<file path="config.mk">
export PLATFORM = sky130hd
export DESIGN_NAME = vrc6_mapper
export DESIGN_NICKNAME = d
export VERILOG_FILES = /design/src/verilog/vrc6_pkg.sv /design/src/verilog/vrc6_regs.sv /design/src/verilog/vrc6_bank_map.sv /design/src/verilog/vrc6_irq.sv /design/src/verilog/vrc6_pulse.sv /design/src/verilog/vrc6_saw.sv /design/src/verilog/vrc6_mapper.sv
export VERILOG_INCLUDE_DIRS = /design/src /design/src/verilog
export SDC_FILE = /design/constraint.sdc
export NUM_CORES = 1
export LEC_CHECK = 0
export BUFFER_PORTS_ARGS = -buffer_cell sky130_fd_sc_hd__buf_2
export CAP_MARGIN = 25
export CORE_ASPECT_RATIO = 1.1
export CORE_UTILIZATION = 60
export CTS_BUF_LIST = sky130_fd_sc_hd__clkbuf_4
export DETAILED_ROUTE_END_ITERATION = 8
export PLACE_DENSITY = 0.86
export SYNTH_ARGS = -nofsm -noshare
export SYNTH_HDL_FRONTEND = slang
export SYNTH_SLANG_ARGS = --single-unit
export TNS_END_PERCENT = 20
</file>
<file path="constraint.sdc">
create_clock -name clk20 -period 12.7 [get_ports clk20]
set_input_delay 3.81 -clock clk20 [delete_from_list [all_inputs] [get_ports clk20]]
set_output_delay 3.81 -clock clk20 [all_outputs]
set_load 0.01 [all_outputs]
</file>
<file path="src/verilog/vrc6_macros.svh">
// ==================================================
// VRC6 constants
// register selectors, IRQ reloads, channel limits
// ==================================================
`ifndef VRC6_MACROS_SVH
`define VRC6_MACROS_SVH

// register selectors are {A15..A12, A1, A0} after the mapper 26 swap
`define VRC6_ADDR_PRG8       6'b1000??
`define VRC6_ADDR_SQ1_CTRL   6'b100100
`define VRC6_ADDR_SQ1_LO     6'b100101
`define VRC6_ADDR_SQ1_HI     6'b100110
`define VRC6_ADDR_SQ2_CTRL   6'b101000
`define VRC6_ADDR_SQ2_LO     6'b101001
`define VRC6_ADDR_SQ2_HI     6'b101010
`define VRC6_ADDR_SAW_RATE   6'b101100
`define VRC6_ADDR_SAW_LO     6'b101101
`define VRC6_ADDR_SAW_HI     6'b101110
`define VRC6_ADDR_MIRROR     6'b101111
`define VRC6_ADDR_PRGC       6'b1100??
`define VRC6_ADDR_CHR_LO     6'b1101??
`define VRC6_ADDR_CHR_HI     6'b1110??
`define VRC6_ADDR_IRQ_LATCH  6'b111100
`define VRC6_ADDR_IRQ_CTRL   6'b111101
`define VRC6_ADDR_IRQ_ACK    6'b111110

`define VRC6_PRG_FIXED       6'b111111  // bank at $E000
`define VRC6_WRAM_PAGE       3'b011     // $6000-$7FFF

`define VRC6_MIRROR_VERT     2'd0
`define VRC6_MIRROR_HORZ     2'd1
`define VRC6_MIRROR_ONE_A    2'd2
`define VRC6_MIRROR_ONE_B    2'd3

`define VRC6_PRESCALE_LONG   7'd113
`define VRC6_PRESCALE_SHORT  7'd112
`define VRC6_IRQ_WRAP        8'd255

`define VRC6_CH_EN_BIT       7          // enable bit in the $x002 writes
`define VRC6_SAW_STEPS       3'd6
`define VRC6_SND_MAX         61

`endif

</file>
<file path="src/verilog/vrc6_pkg.sv">
// ==================================================
// VRC6 shared types
// ==================================================
`include "vrc6_macros.svh"

package vrc6_pkg;

    typedef logic [15:0] cpu_addr_t;
    typedef logic [13:0] ppu_addr_t;
    typedef logic [7:0]  cpu_data_t;

    typedef logic [5:0]  prg_bank_t;   // PRG address 18:13
    typedef logic [7:0]  chr_bank_t;   // one 1 KB page
    typedef logic [8:0]  chr_page_t;   // CHR address 18:10
    typedef logic [6:0]  chr_mask_t;
    typedef logic [1:0]  mirror_t;

    typedef logic [11:0] freq_t;
    typedef logic [3:0]  vol_t;
    typedef logic [5:0]  saw_rate_t;
    typedef logic [4:0]  saw_out_t;

    // wide enough for two pulses plus the saw
    typedef logic [$clog2(`VRC6_SND_MAX + 1) - 1:0] snd_mix_t;

    typedef logic [7:0]  irq_count_t;

    typedef enum logic {
        IRQ_SCANLINE = 1'b0,
        IRQ_CYCLE    = 1'b1
    } irq_mode_t;

endpackage

</file>
<file path="src/verilog/vrc6_regs.sv">
// ==================================================
// VRC6 register decoder
// CPU write strobes plus bank and mirror registers
// ==================================================
`timescale 1ns/1ps
`include "vrc6_macros.svh"

module vrc6_regs
    import vrc6_pkg::*;
(
    input  logic            clk20,
    input  logic            reset,
    input  logic            ce,
    input  logic            nesprg_we,
    input  cpu_addr_t       prgain,
    input  cpu_data_t       nesprgdin,
    input  logic            mapper26,
    output prg_bank_t       prg_bank8,
    output prg_bank_t       prg_bank_c,
    output chr_bank_t [7:0] chr_bank,
    output mirror_t         mirror,
    output logic            irq_latch_wr,
    output logic            irq_ctrl_wr,
    output logic            irq_ack_wr,
    output logic            sq1_ctrl_wr,
    output logic            sq1_lo_wr,
    output logic            sq1_hi_wr,
    output logic            sq2_ctrl_wr,
    output logic            sq2_lo_wr,
    output logic            sq2_hi_wr,
    output logic            saw_rate_wr,
    output logic            saw_lo_wr,
    output logic            saw_hi_wr,
    output cpu_data_t       wr_data
);
    cpu_addr_t  ain;
    logic [5:0] reg_sel;
    logic [2:0] chr_idx;
    logic       cpu_wr;
    logic       prg8_wr;
    logic       prgc_wr;
    logic       mirror_wr;
    logic       chr_wr;

    // mapper 26 has A0 and A1 swapped on the board
    assign ain     = mapper26 ? {prgain[15:2], prgain[0], prgain[1]} : prgain;
    assign reg_sel = {ain[15:12], ain[1:0]};
    assign chr_idx = {ain[13], ain[1:0]};  // D00x -> 0..3, E00x -> 4..7
    assign cpu_wr  = ce & nesprg_we;
    assign wr_data = nesprgdin;

    always_comb begin
        prg8_wr      = 1'b0;
        prgc_wr      = 1'b0;
        mirror_wr    = 1'b0;
        chr_wr       = 1'b0;
        irq_latch_wr = 1'b0;
        irq_ctrl_wr  = 1'b0;
        irq_ack_wr   = 1'b0;
        sq1_ctrl_wr  = 1'b0;
        sq1_lo_wr    = 1'b0;
        sq1_hi_wr    = 1'b0;
        sq2_ctrl_wr  = 1'b0;
        sq2_lo_wr    = 1'b0;
        sq2_hi_wr    = 1'b0;
        saw_rate_wr  = 1'b0;
        saw_lo_wr    = 1'b0;
        saw_hi_wr    = 1'b0;
        if (cpu_wr) begin
            casez (reg_sel)
                `VRC6_ADDR_PRG8:      prg8_wr      = 1'b1;
                `VRC6_ADDR_SQ1_CTRL:  sq1_ctrl_wr  = 1'b1;
                `VRC6_ADDR_SQ1_LO:    sq1_lo_wr    = 1'b1;
                `VRC6_ADDR_SQ1_HI:    sq1_hi_wr    = 1'b1;
                `VRC6_ADDR_SQ2_CTRL:  sq2_ctrl_wr  = 1'b1;
                `VRC6_ADDR_SQ2_LO:    sq2_lo_wr    = 1'b1;
                `VRC6_ADDR_SQ2_HI:    sq2_hi_wr    = 1'b1;
                `VRC6_ADDR_SAW_RATE:  saw_rate_wr  = 1'b1;
                `VRC6_ADDR_SAW_LO:    saw_lo_wr    = 1'b1;
                `VRC6_ADDR_SAW_HI:    saw_hi_wr    = 1'b1;
                `VRC6_ADDR_MIRROR:    mirror_wr    = 1'b1;
                `VRC6_ADDR_PRGC:      prgc_wr      = 1'b1;
                `VRC6_ADDR_CHR_LO,
                `VRC6_ADDR_CHR_HI:    chr_wr       = 1'b1;
                `VRC6_ADDR_IRQ_LATCH: irq_latch_wr = 1'b1;
                `VRC6_ADDR_IRQ_CTRL:  irq_ctrl_wr  = 1'b1;
                `VRC6_ADDR_IRQ_ACK:   irq_ack_wr   = 1'b1;
                default:              ;
            endcase
        end
    end

    always_ff @(posedge clk20 or posedge reset) begin
        if (reset) begin
            prg_bank8  <= '0;
            prg_bank_c <= '0;
            chr_bank   <= '0;
            mirror     <= '0;
        end else begin
            if (prg8_wr)
                prg_bank8 <= {1'b0, wr_data[4:0]};  // 16 KB bank, A13 added later
            if (prgc_wr)
                prg_bank_c <= wr_data[5:0];
            if (mirror_wr)
                mirror <= wr_data[3:2];
            if (chr_wr)
                chr_bank[chr_idx] <= wr_data;
        end
    end

endmodule

</file>
<file path="src/verilog/vrc6_bank_map.sv">
// ==================================================
// VRC6 bank map
// PRG/CHR translation, mirroring, RAM enables
// ==================================================
`timescale 1ns/1ps
`include "vrc6_macros.svh"

module vrc6_bank_map
    import vrc6_pkg::*;
(
    input  cpu_addr_t       prgain,
    input  ppu_addr_t       chrain,
    input  logic            neschr_rd,
    input  logic            neschr_wr,
    input  logic            nesprg_we,
    input  logic            m2_n,
    input  logic            cfg_boot,
    input  prg_bank_t       cfg_prgmask,
    input  chr_mask_t       cfg_chrmask,
    input  logic            cfg_chrram,
    input  prg_bank_t       prg_bank8,
    input  prg_bank_t       prg_bank_c,
    input  chr_bank_t [7:0] chr_bank,
    input  mirror_t         mirror,
    output prg_bank_t       ramprgaout,
    output chr_page_t       ramchraout,
    output logic            ciram_ce,
    output logic            chrram_we,
    output logic            chrram_oe,
    output logic            wram_we,
    output logic            wram_oe,
    output logic            prgram_oe,
    output logic            nesprg_oe
);
    prg_bank_t prg_bank;
    chr_bank_t chr_sel;
    logic      nt_a10;
    logic      wram_sel;

    always_comb begin
        casez (prgain[15:13])
            3'b0??:  prg_bank = '0;                           // below $8000
            3'b10?:  prg_bank = {prg_bank8[4:0], prgain[13]}; // $8000-$BFFF
            3'b110:  prg_bank = prg_bank_c;                   // $C000-$DFFF
            default: prg_bank = `VRC6_PRG_FIXED;
        endcase
    end

    assign ramprgaout = prg_bank & cfg_prgmask;

    assign chr_sel = chr_bank[chrain[12:10]];

    // nametable page select
    always_comb begin
        case (mirror)
            `VRC6_MIRROR_VERT:  nt_a10 = chrain[10];
            `VRC6_MIRROR_HORZ:  nt_a10 = chrain[11];
            `VRC6_MIRROR_ONE_A: nt_a10 = 1'b0;
            default:            nt_a10 = 1'b1;
        endcase
    end

    assign ramchraout[8:2] = {1'b0, chr_sel[7:2]} & cfg_chrmask;
    assign ramchraout[1]   = chr_sel[1];
    assign ramchraout[0]   = chrain[13] ? nt_a10 : chr_sel[0];

    assign ciram_ce  = chrain[13];
    assign chrram_we = neschr_wr & ~chrain[13] & cfg_chrram;
    assign chrram_oe = neschr_rd & ~chrain[13];

    assign wram_sel  = m2_n & (prgain[15:13] == `VRC6_WRAM_PAGE);
    assign wram_we   = wram_sel & nesprg_we;
    assign wram_oe   = wram_sel & ~nesprg_we;
    assign prgram_oe = ~cfg_boot & m2_n & ~nesprg_we & prgain[15];
    assign nesprg_oe = wram_oe | prgram_oe;

endmodule

</file>
<file path="src/verilog/vrc6_irq.sv">
// ==================================================
// VRC6 IRQ counter
// CPU-cycle and scanline modes, latch reload on wrap
// ==================================================
`timescale 1ns/1ps
`include "vrc6_macros.svh"

module vrc6_irq
    import vrc6_pkg::*;
(
    input  logic      clk20,
    input  logic      reset,
    input  logic      ce,
    input  logic      irq_latch_wr,
    input  logic      irq_ctrl_wr,
    input  logic      irq_ack_wr,
    input  cpu_data_t wr_data,
    output logic      irq
);
    irq_count_t latch;
    irq_count_t count;
    irq_mode_t  mode;
    logic       ack_en;    // A flag, restored into the enable on ack
    logic       irq_en;
    logic       timeout;
    logic [6:0] prescale;
    logic [1:0] line;      // phase in the 114/114/113 sequence
    logic       tick;
    logic       count_step;
    logic       wrap;

    assign tick       = ce & irq_en;
    assign count_step = (mode == IRQ_CYCLE) | (prescale == 7'd0);
    assign wrap       = (count == `VRC6_IRQ_WRAP);

    always_ff @(posedge clk20) begin
        if (irq_latch_wr)
            latch <= wr_data;
    end

    always_ff @(posedge clk20 or posedge reset) begin
        if (reset) begin
            mode     <= IRQ_SCANLINE;
            ack_en   <= 1'b0;
            irq_en   <= 1'b0;
            timeout  <= 1'b0;
            count    <= '0;
            prescale <= '0;
            line     <= '0;
        end else begin
            if (irq_ctrl_wr) begin
                mode     <= irq_mode_t'(wr_data[2]);
                ack_en   <= wr_data[0];
                irq_en   <= wr_data[1];
                count    <= latch;
                prescale <= `VRC6_PRESCALE_LONG;
                line     <= 2'd1;  // this load is the first long line
            end else begin
                if (irq_ack_wr)
                    irq_en <= ack_en;
                if (tick) begin
                    if (prescale != 7'd0) begin
                        prescale <= prescale - 7'd1;
                    end else begin
                        prescale <= line[1] ? `VRC6_PRESCALE_SHORT : `VRC6_PRESCALE_LONG;
                        line     <= line[1] ? 2'd0 : line + 2'd1;
                    end
                    if (count_step)
                        count <= wrap ? latch : count + 8'd1;
                end
            end

            if (irq_ctrl_wr | irq_ack_wr)
                timeout <= 1'b0;
            else if (tick & count_step & wrap)
                timeout <= 1'b1;  // overflow
        end
    end

    assign irq = timeout & irq_en;

endmodule

</file>
<file path="src/verilog/vrc6_pulse.sv">
// ==================================================
// VRC6 pulse channel
// period divider, 16-step duty and digital mode
// ==================================================
`timescale 1ns/1ps
`include "vrc6_macros.svh"

module vrc6_pulse
    import vrc6_pkg::*;
(
    input  logic      clk20,
    input  logic      reset,
    input  logic      ce,
    input  logic      ctrl_wr,
    input  logic      freq_lo_wr,
    input  logic      freq_hi_wr,
    input  cpu_data_t wr_data,
    output vol_t      level
);
    logic       digital;  // constant volume, duty ignored
    logic [2:0] duty;
    vol_t       volume;
    freq_t      freq;
    logic       enable;
    freq_t      divider;
    logic [3:0] step;

    always_ff @(posedge clk20) begin
        if (ctrl_wr) begin
            digital <= wr_data[7];
            duty    <= wr_data[6:4];
            volume  <= wr_data[3:0];
        end
        if (freq_lo_wr)
            freq[7:0] <= wr_data;
        if (freq_hi_wr)
            freq[11:8] <= wr_data[3:0];
    end

    always_ff @(posedge clk20 or posedge reset) begin
        if (reset) begin
            enable  <= 1'b0;
            divider <= '0;
            step    <= '0;
        end else begin
            if (freq_hi_wr)
                enable <= wr_data[`VRC6_CH_EN_BIT];
            if (ce & enable) begin
                if (divider != '0) begin
                    divider <= divider - 12'd1;
                end else begin
                    divider <= freq;
                    step    <= step + 4'd1;  // wraps after 16 steps
                end
            end
        end
    end

    assign level = (enable & (digital | (step <= {1'b0, duty}))) ? volume : '0;

endmodule

</file>
<file path="src/verilog/vrc6_saw.sv">
// ==================================================
// VRC6 sawtooth channel
// seven-step accumulator, rate added per step
// ==================================================
`timescale 1ns/1ps
`include "vrc6_macros.svh"

module vrc6_saw
    import vrc6_pkg::*;
(
    input  logic      clk20,
    input  logic      reset,
    input  logic      ce,
    input  logic      rate_wr,
    input  logic      freq_lo_wr,
    input  logic      freq_hi_wr,
    input  cpu_data_t wr_data,
    output saw_out_t  level
);
    saw_rate_t   rate;
    freq_t       freq;
    logic        enable;
    logic [12:0] divider;  // counts twice the period
    logic [2:0]  step;
    logic [7:0]  acc;

    always_ff @(posedge clk20) begin
        if (rate_wr)
            rate <= wr_data[5:0];
        if (freq_lo_wr)
            freq[7:0] <= wr_data;
        if (freq_hi_wr)
            freq[11:8] <= wr_data[3:0];
    end

    always_ff @(posedge clk20 or posedge reset) begin
        if (reset) begin
            enable  <= 1'b0;
            divider <= '0;
            step    <= '0;
            acc     <= '0;
        end else begin
            if (freq_hi_wr)
                enable <= wr_data[`VRC6_CH_EN_BIT];
            if (ce & enable) begin
                if (divider != '0) begin
                    divider <= divider - 13'd1;
                end else begin
                    divider <= {freq, 1'b1};
                    if (step == `VRC6_SAW_STEPS) begin
                        step <= '0;
                        acc  <= '0;  // end of ramp
                    end else begin
                        step <= step + 3'd1;
                        acc  <= acc + {2'b00, rate};
                    end
                end
            end
        end
    end

    assign level = enable ? acc[7:3] : '0;

endmodule

</file>
<file path="src/verilog/vrc6_mapper.sv">
// ==================================================
// VRC6 mapper top level
// register decode, banking, IRQ and expansion sound
// ==================================================
`timescale 1ns/1ps

module vrc6_mapper
    import vrc6_pkg::*;
(
    input  logic      clk20,
    input  logic      reset,
    input  logic      ce,
    input  logic      nesprg_we,
    input  cpu_addr_t prgain,
    input  cpu_data_t nesprgdin,
    input  ppu_addr_t chrain,
    input  logic      neschr_rd,
    input  logic      neschr_wr,
    input  logic      m2_n,
    input  logic      cfg_boot,
    input  prg_bank_t cfg_prgmask,
    input  chr_mask_t cfg_chrmask,
    input  logic      cfg_chrram,
    input  logic      mapper26,
    output prg_bank_t ramprgaout,
    output chr_page_t ramchraout,
    output logic      ciram_ce,
    output logic      chrram_we,
    output logic      chrram_oe,
    output logic      wram_we,
    output logic      wram_oe,
    output logic      prgram_oe,
    output logic      nesprg_oe,
    output logic      irq,
    output logic [15:0] snd_level
);
    prg_bank_t       prg_bank8;
    prg_bank_t       prg_bank_c;
    chr_bank_t [7:0] chr_bank;
    mirror_t         mirror;
    cpu_data_t       wr_data;

    logic irq_latch_wr;
    logic irq_ctrl_wr;
    logic irq_ack_wr;
    logic sq1_ctrl_wr;
    logic sq1_lo_wr;
    logic sq1_hi_wr;
    logic sq2_ctrl_wr;
    logic sq2_lo_wr;
    logic sq2_hi_wr;
    logic saw_rate_wr;
    logic saw_lo_wr;
    logic saw_hi_wr;

    vol_t     sq1_level;
    vol_t     sq2_level;
    saw_out_t saw_level;
    snd_mix_t snd_mix;

    vrc6_regs regs (
        .clk20        (clk20),
        .reset        (reset),
        .ce           (ce),
        .nesprg_we    (nesprg_we),
        .prgain       (prgain),
        .nesprgdin    (nesprgdin),
        .mapper26     (mapper26),
        .prg_bank8    (prg_bank8),
        .prg_bank_c   (prg_bank_c),
        .chr_bank     (chr_bank),
        .mirror       (mirror),
        .irq_latch_wr (irq_latch_wr),
        .irq_ctrl_wr  (irq_ctrl_wr),
        .irq_ack_wr   (irq_ack_wr),
        .sq1_ctrl_wr  (sq1_ctrl_wr),
        .sq1_lo_wr    (sq1_lo_wr),
        .sq1_hi_wr    (sq1_hi_wr),
        .sq2_ctrl_wr  (sq2_ctrl_wr),
        .sq2_lo_wr    (sq2_lo_wr),
        .sq2_hi_wr    (sq2_hi_wr),
        .saw_rate_wr  (saw_rate_wr),
        .saw_lo_wr    (saw_lo_wr),
        .saw_hi_wr    (saw_hi_wr),
        .wr_data      (wr_data)
    );

    vrc6_bank_map bank_map (
        .prgain      (prgain),
        .chrain      (chrain),
        .neschr_rd   (neschr_rd),
        .neschr_wr   (neschr_wr),
        .nesprg_we   (nesprg_we),
        .m2_n        (m2_n),
        .cfg_boot    (cfg_boot),
        .cfg_prgmask (cfg_prgmask),
        .cfg_chrmask (cfg_chrmask),
        .cfg_chrram  (cfg_chrram),
        .prg_bank8   (prg_bank8),
        .prg_bank_c  (prg_bank_c),
        .chr_bank    (chr_bank),
        .mirror      (mirror),
        .ramprgaout  (ramprgaout),
        .ramchraout  (ramchraout),
        .ciram_ce    (ciram_ce),
        .chrram_we   (chrram_we),
        .chrram_oe   (chrram_oe),
        .wram_we     (wram_we),
        .wram_oe     (wram_oe),
        .prgram_oe   (prgram_oe),
        .nesprg_oe   (nesprg_oe)
    );

    vrc6_irq irq_unit (
        .clk20        (clk20),
        .reset        (reset),
        .ce           (ce),
        .irq_latch_wr (irq_latch_wr),
        .irq_ctrl_wr  (irq_ctrl_wr),
        .irq_ack_wr   (irq_ack_wr),
        .wr_data      (wr_data),
        .irq          (irq)
    );

    vrc6_pulse pulse1 (
        .clk20      (clk20),
        .reset      (reset),
        .ce         (ce),
        .ctrl_wr    (sq1_ctrl_wr),
        .freq_lo_wr (sq1_lo_wr),
        .freq_hi_wr (sq1_hi_wr),
        .wr_data    (wr_data),
        .level      (sq1_level)
    );

    vrc6_pulse pulse2 (
        .clk20      (clk20),
        .reset      (reset),
        .ce         (ce),
        .ctrl_wr    (sq2_ctrl_wr),
        .freq_lo_wr (sq2_lo_wr),
        .freq_hi_wr (sq2_hi_wr),
        .wr_data    (wr_data),
        .level      (sq2_level)
    );

    vrc6_saw saw (
        .clk20      (clk20),
        .reset      (reset),
        .ce         (ce),
        .rate_wr    (saw_rate_wr),
        .freq_lo_wr (saw_lo_wr),
        .freq_hi_wr (saw_hi_wr),
        .wr_data    (wr_data),
        .level      (saw_level)
    );

    // 15 + 15 + 31 at most
    assign snd_mix   = {2'b00, sq1_level} + {2'b00, sq2_level} + {1'b0, saw_level};
    assign snd_level = {10'd0, snd_mix};

endmodule

</file>
Word level (Yosys, flattened, before mapping)
Cells that the tools add are included.
{ "op_classes": {"magnitude_cmp": 5, "addsub": 12, "n_eq_ne": 25, "muxes": 65, "n_bitwise": 33, "n_reduce_logical": 17} }
{ "ops": {"columns": ["op", "n"], "rows": [
  ["$eq 6x6->1 const B", 13],
  ["$bwmux 64", 1],
  ["$mux 8", 7],
  ["$mux 1", 38],
  ["$bmux 8 s3", 1],
  ["$demux 8 s3", 1],
  ["$mux 12", 2],
  ["$reduce_bool 12->1", 2],
  ["$sub 12x1->12 const B", 2],
  ["$mux 7", 3],
  ["$and 1x1->1", 19],
  ["$pmux 6 s3", 1],
  ["$eq 4x4->1 const B", 4],
  ["$mux 13", 1],
  ["$reduce_bool 13->1", 1],
  ["$sub 13x1->13 const B", 1],
  ["$mux 2", 5],
  ["$reduce_and 2->1", 5],
  ["$add 4x1->4 const B", 2],
  ["$add 8x1->8 const B", 1],
  ["$add 8x6->8", 1],
  ["$eq 8x8->1 const B", 1],
  ["$le 4x3->1", 2],
  ["$lt 3x4->1 const B", 2],
  ["25 further kinds", 41]
]} }
{ "totals": {"regBits": 223, "output_inout_bits": 39, "wordCells": 199, "inputBits": 61} }

Depth between registers and ports, before layout
Gate-level depths: netlist (run 1).
{ "depth": {"word_depth": 6, "mapped_depth": 13, "mapped_depth_nobuf": 13} }

Modules after synthesis
A second synthesis (run 1) with hierarchy kept.
{ "unflattened": {"hier_cells": 950, "area_unflattened_um2": 11504.8} }
{ "modules_own_cells": {"columns": ["mod", "cells_each", "area_per_inst_um2", "seq_area_each_um2", "instances"], "rows": [
  ["vrc6_pulse", 145, 1793.0, 1026.0, 2],
  ["vrc6_regs", 209, 3219.3, 1926.8, 1],
  ["vrc6_saw", 199, 2099.5, 1166.1, 1],
  ["vrc6_irq", 139, 1497.7, 765.7, 1],
  ["vrc6_bank_map", 77, 788.3, 0.0, 1],
  ["vrc6_mapper", 36, 314.1, 0.0, 1]
]} }

Least setup slack after synthesis (run 1)
OpenSTA, ideal clock, no wires.
{ "synth_path": {"path_kind": "input-to-output", "from": "input chrain[10]", "to": "output ramchraout[0]", "cell_stages": 5, "setup_slack_ns": 3.483, "arrival_ns": 5.407, "n_path_buf": 2, "t_required_ns": 8.890, "path_cell_list": "clkbuf_1 -> buf_2 -> mux4_2 -> a211oi_1 -> a31oi_1"} }
{ "synth_between": {"elab_chain_len": 3, "word_cells_on_any_way": 4, "cone_classes": "4 x mux"} }
{ "synth_lines": {"columns": ["element", "line", "source"], "rows": [
  ["start, declared", "vrc6_mapper.sv:16", "input ppu_addr_t chrain,"],
  ["$bmux 8 s3", "vrc6_bank_map.sv:51", "assign chr_sel = chr_bank[chrain[12:10]];"],
  ["$mux 8 (not written as such)", "vrc6_bank_map.sv:51", null],
  ["$mux 1 *", "vrc6_bank_map.sv:65", "assign ramchraout[0] = chrain[13] ? nt_a10 : chr_sel[0];"],
  ["end, declared", "vrc6_mapper.sv:26", "output chr_page_t ramchraout,"]
]} }
Every way passes the cells marked *; elsewhere a longest branch is shown, timed or not. The select of a mux whose other input is x is not followed.

Worst setup path in the final report (run 1)
Ends and elaborated chain as after synthesis.

==> run_results.csv, run 1 <==
group,metric,value,unit
timing,report.final.slew_viol_count,0,
cts,clkLatencyLatePin,0.68,ns
placement,dp_hpwl,14630,um
cts,cts_tree,"done",
floorplan,rows,50,
critical_path,worstPathMaxFanout,17,
yosys,ys.flop_type,"dfrtp_1",
cts,clockBufferDepth,3,
timing,finalCritPeriodShare,73.56,%
floorplan,die_x,129.6,um
timing,final-setup-viol-count,0,
finish,syn_to_final_growth,11.35,%
timing,rsz0062_at_grt,"false",
timing,max_slew_margin,33.12,%
finish,fin_cells,1276,
route,routedWlPerCell,18.17,um
grt,gr-total-overflow,0,
placement,placed_area,11190,um2
yosys,synthTopCellsByArea,"dfrtp_1 (37%), edfxtp_1 (18%), mux2_2 (8.8%), mux4_2 (3.4%), ha_1 (2.9%)",
cts,cts_inserted_buffers,55,
pwr,leakage,0.005509,uW
floorplan,die-area,18440,um2
grt,grt_pass1_wl,38430,um
critical_path,r2r_slack,9.90,ns
cts,clock_sinks,223,
route,via_per_inst,5.921,
yosys,synthCells,904,
critical_path,crit_type,"in -> out",
grt,antenna_found_initial,1,
critical_path,critPathRequiredTime,8.89,ns
min_path,hp-class,"reg -> reg",
yosys,syn_avg_cell_area,11.88,um2
finish,drive_gt1_share,27.02,%
grt,grt_use_total,27.15,%
timing,period_needed,9.343,ns
route,drt_iter0_drc,553,
floorplan,ios,100,
yosys,async_reset_ff_share,70.40,%
critical_path,path_cells,"buf_2 > mux4_2 > nor2b_1 > a211oi_1 > a31oi_1 > buf_2",
yosys,synth_cell_types,71,
critical_path,r2r_cells,4,
pwr,ir_worst_vdd,0.1047,mV
placement,gp_congestion,0.8368,
critical_path,cpPeakStageDelay,0.56,ns
critical_path,cp-start-kind,"primary input",
cts,ctsHoldBuffers,0,
floorplan,chipHeight,142.3,um
timing,setup_tns,0,ns
critical_path,crit_arrival,5.53,ns
route,finalWirelength,23180,um
placement,port-buffer-count,67,
outcome,status,"finished clean",
yosys,synth_edf_count,66,
yosys,syn_area,10740,um2
cts,cts-root-buf,"clkbuf_4",
flow_run,drv_cap,0,
route,ant_nets,0,
critical_path,slowest_stage,"mux4_2",
timing,hold_viol_final,0,
route,dr.pass1.iters,5,
route,num_vias,7555,
cts,cts.htree.levels,2,
yosys,synth-warning-count,0,
finish,finish.utilization,69.25,%
timing,tightest_slew,0.9994,ns
yosys,synth_area_leader_cell,"dfrtp_1",
yosys,synth_top_area_share,36.59,%
floorplan,core,17270,um2
min_path,worstHoldStart,"irq_unit.latch[4]",
timing,skew,0.04264,ns
critical_path,crit_top_cell,"buf_2",
pwr,powerDensity,150.6,nW/um2
yosys,ys_seq_area_share,55.05,%
timing,hold_slack,0.4551,ns
grt,grt_max_degree,81,
min_path,hold_end,"irq_unit.count[4]",
placement,dp.cells,1170,
cts,cts.clk_slew.worst_paths,0.07,ns
critical_path,crit_family,"buffers and inverters",
critical_path,worstSetupStartpoint,"chrain[10]",
route,drt_drc_violations_left,0,
critical_path,path_buf_inv,2,
finish,design_area,11960,um2
yosys,synth_seq_cells,223,
critical_path,end_kind,"primary output",
critical_path,r2r-end,"saw.acc[6]",
finish,final_nets,1086,
critical_path,r2r-start,"saw.divider[6]",
floorplan,initial_core_util,62.19,%
cts,cts_setup_buffers,0,
timing,max_freq,107.0,MHz
min_path,hold_depth,2,
cts,post_cts_resized,0,
grt,grt_pass1_vias,7760,
-- area by class of cell --
type                            count  area [um2]
Sequential cell                   223        5911
Tap cell                          234       292.8
Fill cell                        1202        5310
Antenna cell                        2       5.005
Clock inverter                     19       105.1
Inverter                           41       158.9
Timing Repair Buffer               70       377.9
Multi-Input combinational cell    603        4476
Clock buffer                       84       630.6
-- report_power, final --
group | switching, uW | internal, uW
sequential | 72.4 | 819
combinational | 164 | 134
clock | 288 | 323
total | 525 | 1280
-- worst max path at each step --
| stage | end | slack, ns | cells past startpoint |
|---|---|---|---|
| 6_report | ramchraout[0] | 3.36 | 6 |
| 5_1_grt | ramchraout[0] | 3.22 | 6 |
| 4_1_cts | ramchraout[0] | 3.34 | 6 |
| 3_5_place_dp | ramchraout[0] | 3.39 | 6 |
| 3_3_place_gp | ramchraout[0] | 3.39 | 6 |
| 2_1_floorplan | ramchraout[0] | 3.48 | 5 |
-- metrics by stage --
stage	power, uW	setup WS [ns]
6_report	1801	3.357
2_1_floorplan	1117	3.483
4_1_cts	1808	3.338
3_5_place_dp	1196	3.395
5_1_grt	1907	3.221
3_3_place_gp	1176	3.386
-- kinds of logic after synthesis --
family / count (synthesis) / synth area share [%]
buf+inv: 88 / 3.682
simple gates: 273 / 13.04
fa+ha+maj: 31 / 4.032
compound gates: 161 / 9.660
flops: 223 / 55.05
xor+xnor: 15 / 1.223
mux: 112 / 13.28
other cells: 1 / 0.03492
-- tightest hold or removal path, cell delays in order (launching register included) --
cell and delay, ns:
edfxtp_1 0.32, nand2_1 0.04, o21ai_0 0.06
-- Yosys cell counts (all sizes together) (9+ instances only) --
master,number
nand3,23
ha,25
a21oi,31
nor2,66
buf,23
o21ai,49
nor3,25
clkbuf,24
dfrtp,157
inv,41
xnor2,10
or4,9
nor2b,15
a211oi,10
nor4,11
o31ai,11
mux2,84
a31oi,10
mux2i,12
mux4,16
nand2,72
edfxtp,66
-- per-layer routing --
layer  vias up  routed length [um]  global-route usage (%)
li1       3492                   -                       -
met1      3747                9479                   34.63
met2       267               11600                   45.05
met3        49                1459                   5.113
met4         0                 647                   12.67
met5         -                   0                       0
-- registers in the layout (all words and copies together) (netlist names), 3 cells and up --
register           flops
saw.rate               6
saw.step               3
regs.prg_bank8         5
irq_unit.count         8
saw.acc                8
saw.divider           13
pulse1.freq           12
saw.freq              12
pulse2.duty            3
irq_unit.latch         8
pulse2.divider        12
pulse1.step            4
pulse2.freq           12
pulse2.volume          4
pulse1.volume          4
pulse1.divider        12
regs.chr_bank         64
pulse2.step            4
irq_unit.prescale      7
regs.prg_bank_c        6
pulse1.duty            3
-- cells in the final DEF, fill, tap and decap left out, drive strengths merged, types with 12 or more instances in the layout --
cell / instances
mux2i: 12
mux2: 84
edfxtp: 66
nand3: 23
nand2: 72
nor3: 25
clkinv: 17
nor2: 66
o21ai: 49
clkbuf: 84
buf: 70
a21oi: 31
mux4: 16
dfrtp: 157
inv: 42
ha: 25
nor2b: 15
(Power assumes the default switching activity.)
==> inputs of run 2 (changes only) <==
- CORE_UTILIZATION: 60 -> 56
- PLACE_DENSITY: 0.86 -> 0.85
- clock period: 12.7 -> 8.5 ns (I/O delays scaled with it)
==> run_results.csv, run 2 (synthesis results as in run 1) <==
group,metric,value,unit
grt,grt_pass1_wl,37520,um
finish,final_common_cell,"dfrtp_1",
timing,max_freq,147.8,MHz
cts,cts.htree.levels,2,
finish,drive_gt1_share,27.73,%
pwr,design_power_total,2662,uW
timing,report.final.slew_viol_count,0,
finish,fin_cells,1279,
flow_run,drv_cap,0,
placement,dp_hpwl,14460,um
floorplan,ios,100,
timing,tightest_slew,0.9496,ns
grt,gr-total-overflow,0,
cts,cts_tree,"done",
timing,finalCritPeriodShare,79.57,%
timing,final-setup-viol-count,0,
critical_path,worstSetupStartpoint,"chrain[10]",
critical_path,cp-start-kind,"primary input",
timing,hold_viol_final,0,
cts,post_cts_resized,0,
pwr,p_comb_share,16.5,%
cts,cts-root-buf,"clkbuf_4",
critical_path,worstPathMaxFanout,17,
route,via_per_inst,5.884,
pwr,ir_worst_vdd,0.1831,mV
finish,top_register,"regs.chr_bank",
placement,gp_congestion,0.8199,
floorplan,die_x,134.0,um
critical_path,crit_type,"in -> out",
cts,clock_sinks,223,
route,drt_drc_violations_left,0,
floorplan,rows,52,
cts,ctsHoldBuffers,0,
pwr,clkPwrFrac,33.5,%
critical_path,r2r_cells,4,
pwr,switchingPower,760.7,uW
finish,fill_cells,1408,
critical_path,critPathRequiredTime,5.95,ns
grt,grt_pass1_vias,7673,
route,drt_iter0_drc,418,
grt,grt_max_degree,83,
finish,final_nets,1088,
timing,worst_slack,1.736,ns
timing,rsz0062_at_grt,"false",
placement,dp.cells,1181,
grt,grt_use_total,24.25,%
cts,cts.clk_slew.worst_paths,0.07,ns
route,dr.pass1.iters,6,
timing,setup_tns,0,ns
grt,antenna_found_initial,1,
pwr,leakage,0.005515,uW
placement,pre_cts_slack,1.729,ns
pwr,internal-power,1901,uW
pwr,p_seq_share,50.0,%
route,finalWirelength,22440,um
timing,period_needed,6.764,ns
finish,final_cell_mix,"dfrtp_1 (157), clkbuf_4 (91), mux2_2 (84), nand2_1 (72), buf_2 (67)",
finish,top_regs,"regs.chr_bank x64, saw.divider x13",
finish,syn_to_final_growth,11.20,%
cts,clockBufferDepth,3,
cts,cts_inserted_buffers,55,
min_path,worstHoldStart,"irq_unit.latch[1]",
pwr,sw_frac_of_total,28.58,%
route,num_vias,7526,
critical_path,end_kind,"primary output",
min_path,hold_depth,1,
min_path,hp-class,"reg -> reg",
timing,max_slew_margin,36.46,%
cts,cts_setup_buffers,0,
finish,largest_reg_flops,64,
route,ant_nets,0,
cts,clkLatencyLatePin,0.67,ns
floorplan,chipHeight,147.2,um
floorplan,die-area,19730,um2
placement,port-buffer-count,67,
timing,skew,0.02121,ns
critical_path,crit_arrival,4.21,ns
pwr,powerDensity,222.9,nW/um2
outcome,status,"finished clean",
floorplan,initial_core_util,57.71,%
route,routedWlPerCell,17.54,um
critical_path,r2r-start,"saw.divider[6]",
floorplan,core,18610,um2
-- run 2: final timing paths --
path                                endpoint  slack (ns)
setup / recovery               ramchraout[0]        1.74
hold / removal             irq_unit.count[1]        0.45
hold reg to reg            irq_unit.count[1]        0.45
max in group asynchronous  regs.chr_bank[10]        5.42
setup reg to reg                  saw.acc[6]        5.88
min in group asynchronous  irq_unit.count[0]        2.03
-- run 2: layer usage --
layer | up-vias | GRT usage, % | wire length, um
met2 | 281 | 40.62 | 11080
met5 | - | 0 | 0
met3 | 64 | 5.210 | 1389
met4 | 0 | 10.51 | 707
met1 | 3676 | 30.41 | 9256
li1 | 3505 | - | -
-- run 2: per-stage QoR --
stage          hold slack, ns  util (%)  instance area, um2
2_1_floorplan          0.4248         -               10780
3_3_place_gp           0.4303     60.23               11210
3_5_place_dp           0.4452     60.23               11210
4_1_cts                0.4519     64.01               11910
5_1_grt                0.4711     64.17               11940
6_report               0.4474     64.17               11940
-- run 2: power groups by stage --
stage,combinational (uW),sequential [uW],clock [uW]
finish,438,1330,891
global route,497,1350,971
floorplan,350,1320,0
global placement,417,1340,0
CTS,440,1330,914
detailed placement,439,1350,0
-- run 2: layout make-up --
cell class	count	area (um2)	area share [%]
multi-input combinational	603	4469	37.43
tap	243	304.0	2.546
clock buffer	91	683.2	5.721
clock inverter	5	18.77	0.1572
antenna	1	2.502	0.02096
inverter	41	158.9	1.331
timing repair buffer	72	392.9	3.290
sequential	223	5911	49.50
-- run 2: worst max-delay path: stages --
cell and delay, ns:
buf_2 0.45, mux4_2 0.57, nor2b_1 0.16, a211oi_1 0.23, a31oi_1 0.09, buf_2 0.16
==> inputs of run 3 (changes only) <==
- clock period: 8.5 -> 5.65 ns (I/O delays scaled with it)
==> run_results.csv, run 3 (synthesis results as in run 1) <==
group,metric,value,unit
cts,clock_sinks,223,
cts,clockBufferDepth,3,
timing,hold_slack,0.4442,ns
timing,skew,0.05759,ns
cts,cts.htree.levels,2,
critical_path,crit_arrival,3.73,ns
timing,report.final.slew_viol_count,0,
grt,antenna_found_initial,1,
finish,top_regs,"regs.chr_bank x64, saw.divider x13",
pwr,ir_worst_vdd,0.2514,mV
outcome,status,"finished clean",
critical_path,crit_family,"adder cells",
route,drt_iter0_drc,519,
timing,max_freq,184.3,MHz
timing,final-setup-viol-count,0,
placement,gp_congestion,0.7931,
grt,grt_max_degree,120,
timing,finalCritPeriodShare,96.04,%
critical_path,worstPathMaxFanout,4,
floorplan,die-area,19730,um2
finish,final_nets,1089,
floorplan,chipHeight,147.2,um
pwr,powerDensity,331.1,nW/um2
pwr,leakage,0.005483,uW
min_path,hp-class,"reg -> reg",
cts,cts_inserted_buffers,55,
timing,tightest_slew,1.030,ns
floorplan,initial_core_util,57.71,%
route,num_vias,7569,
grt,grt_use_total,24.29,%
floorplan,ios,100,
grt,gr-total-overflow,0,
critical_path,cp-start-kind,"flip-flop",
placement,port-buffer-count,67,
floorplan,rows,52,
grt,grt_pass1_vias,7780,
critical_path,end_kind,"primary output",
timing,rsz0062_at_grt,"false",
critical_path,cpPeakStageDelay,0.53,ns
cts,clkLatencyLatePin,0.68,ns
route,routedWlPerCell,17.60,um
critical_path,crit_type,"reg -> out",
route,dr.pass1.iters,8,
critical_path,critPathRequiredTime,3.95,ns
route,ant_nets,0,
floorplan,core,18610,um2
route,drt_drc_violations_left,0,
timing,period_needed,5.426,ns
critical_path,path_cells,"ha_1 > nor2b_1 > o21ai_0 > a32oi_1 > o21bai_2 > nand3_1 > fa_1 > inv_1 > ha_1 > fa_2 > a21o_1 > a21o_1 > buf_2",
finish,final_common_cell,"dfrtp_1",
timing,max_slew_margin,31.06,%
floorplan,die_x,134.0,um
critical_path,path_buf_inv,2,
cts,cts-root-buf,"clkbuf_4",
timing,hold_viol_final,0,
finish,largest_reg_flops,64,
timing,setup_tns,0,ns
finish,final_cell_mix,"dfrtp_1 (157), mux2_2 (84), clkbuf_4 (77), nand2_1 (72), buf_2 (67)",
placement,dp_hpwl,14540,um
cts,cts_tree,"done",
grt,grt_pass1_wl,37760,um
route,via_per_inst,5.881,
finish,drive_gt1_share,27.26,%
cts,cts.clk_slew.worst_paths,0.07,ns
flow_run,drv_cap,0,
critical_path,slowest_stage,"fa_1",
route,finalWirelength,22650,um
finish,syn_to_final_growth,11.43,%
finish,top_register,"regs.chr_bank",
run 3: changes by cell type in the layout (fill, tap and decap cells not counted), moves of 2 or more:
cell        before  now
clkinvlp_4       0    2
clkinv_4         0    2
inv_2            3    0
clkinv_1         2   17
buf_12           0    2
o21bai_2         0    2
clkinv_2         0    5
o21bai_1         3    1
clkbuf_4        91   77
run 3: layer usage:
layer	wire, um	up-vias	GRT usage (%)
met5	0	-	0
met3	1329	68	4.796
met2	11180	259	40.54
met4	765	0	11.01
met1	9375	3737	30.67
li1	-	3505	-
run 3: final cells by class:
cell class	count	area, um2
multi-input combinational	603	4491
tap	243	304.0
clock buffer	77	578.1
inverter	41	157.7
sequential	223	5911
clock inverter	25	113.9
fill	1423	6643
antenna	2	5.005
timing repair buffer	73	405.4
run 3: through the flow:
step | instance area, um2 | util [%] | power (uW) | instances | setup WS (ns)
2_1_floorplan | 10780 | - | 2511 | 914 | 0.6630
6_report | 11970 | 64.30 | 3961 | 1287 | 0.2239
5_1_grt | 11970 | 64.30 | 4186 | 1287 | 0.008479
3_5_place_dp | 11230 | 60.33 | 2694 | 1181 | 0.6641
4_1_cts | 11920 | 64.05 | 3987 | 1283 | 0.01675
3_3_place_gp | 11230 | 60.33 | 2642 | 1181 | 0.7364
run 3: final timing paths:
kind | start | endpoint | slack (ns) | cells past startpoint
worst min register to register | irq_unit.latch[5] | irq_unit.count[5] | 0.44 | 2
min in group asynchronous | reset | irq_unit.count[5] | 0.95 | 2
max in group asynchronous | reset | pulse1.divider[7] | 3.79 | 3
worst max-delay path | pulse2.step[1] | snd_level[5] | 0.22 | 13
worst max register to register | saw.divider[6] | saw.acc[6] | 3.00 | 4
worst min-delay path | irq_unit.latch[5] | irq_unit.count[5] | 0.44 | 2
run 3: timing repair:
action | 4_1_cts | 5_1_grt
endpoints found under the setup margin | 0 | 3
buffers inserted | 0 | 1
gates resized for setup | 0 | 5
hold buffers | 0 | 0
hold endpoints to repair | 0 | 0
run 3: tightest hold or removal path: stages, from the launching register on:
cell and delay, ns:
edfxtp_1 0.32, nand2_1 0.04, o21ai_0 0.06
run 3: power by group:
part | switching (uW) | internal (uW)
sequential | 166 | 1840
clock | 646 | 639
combinational | 367 | 303
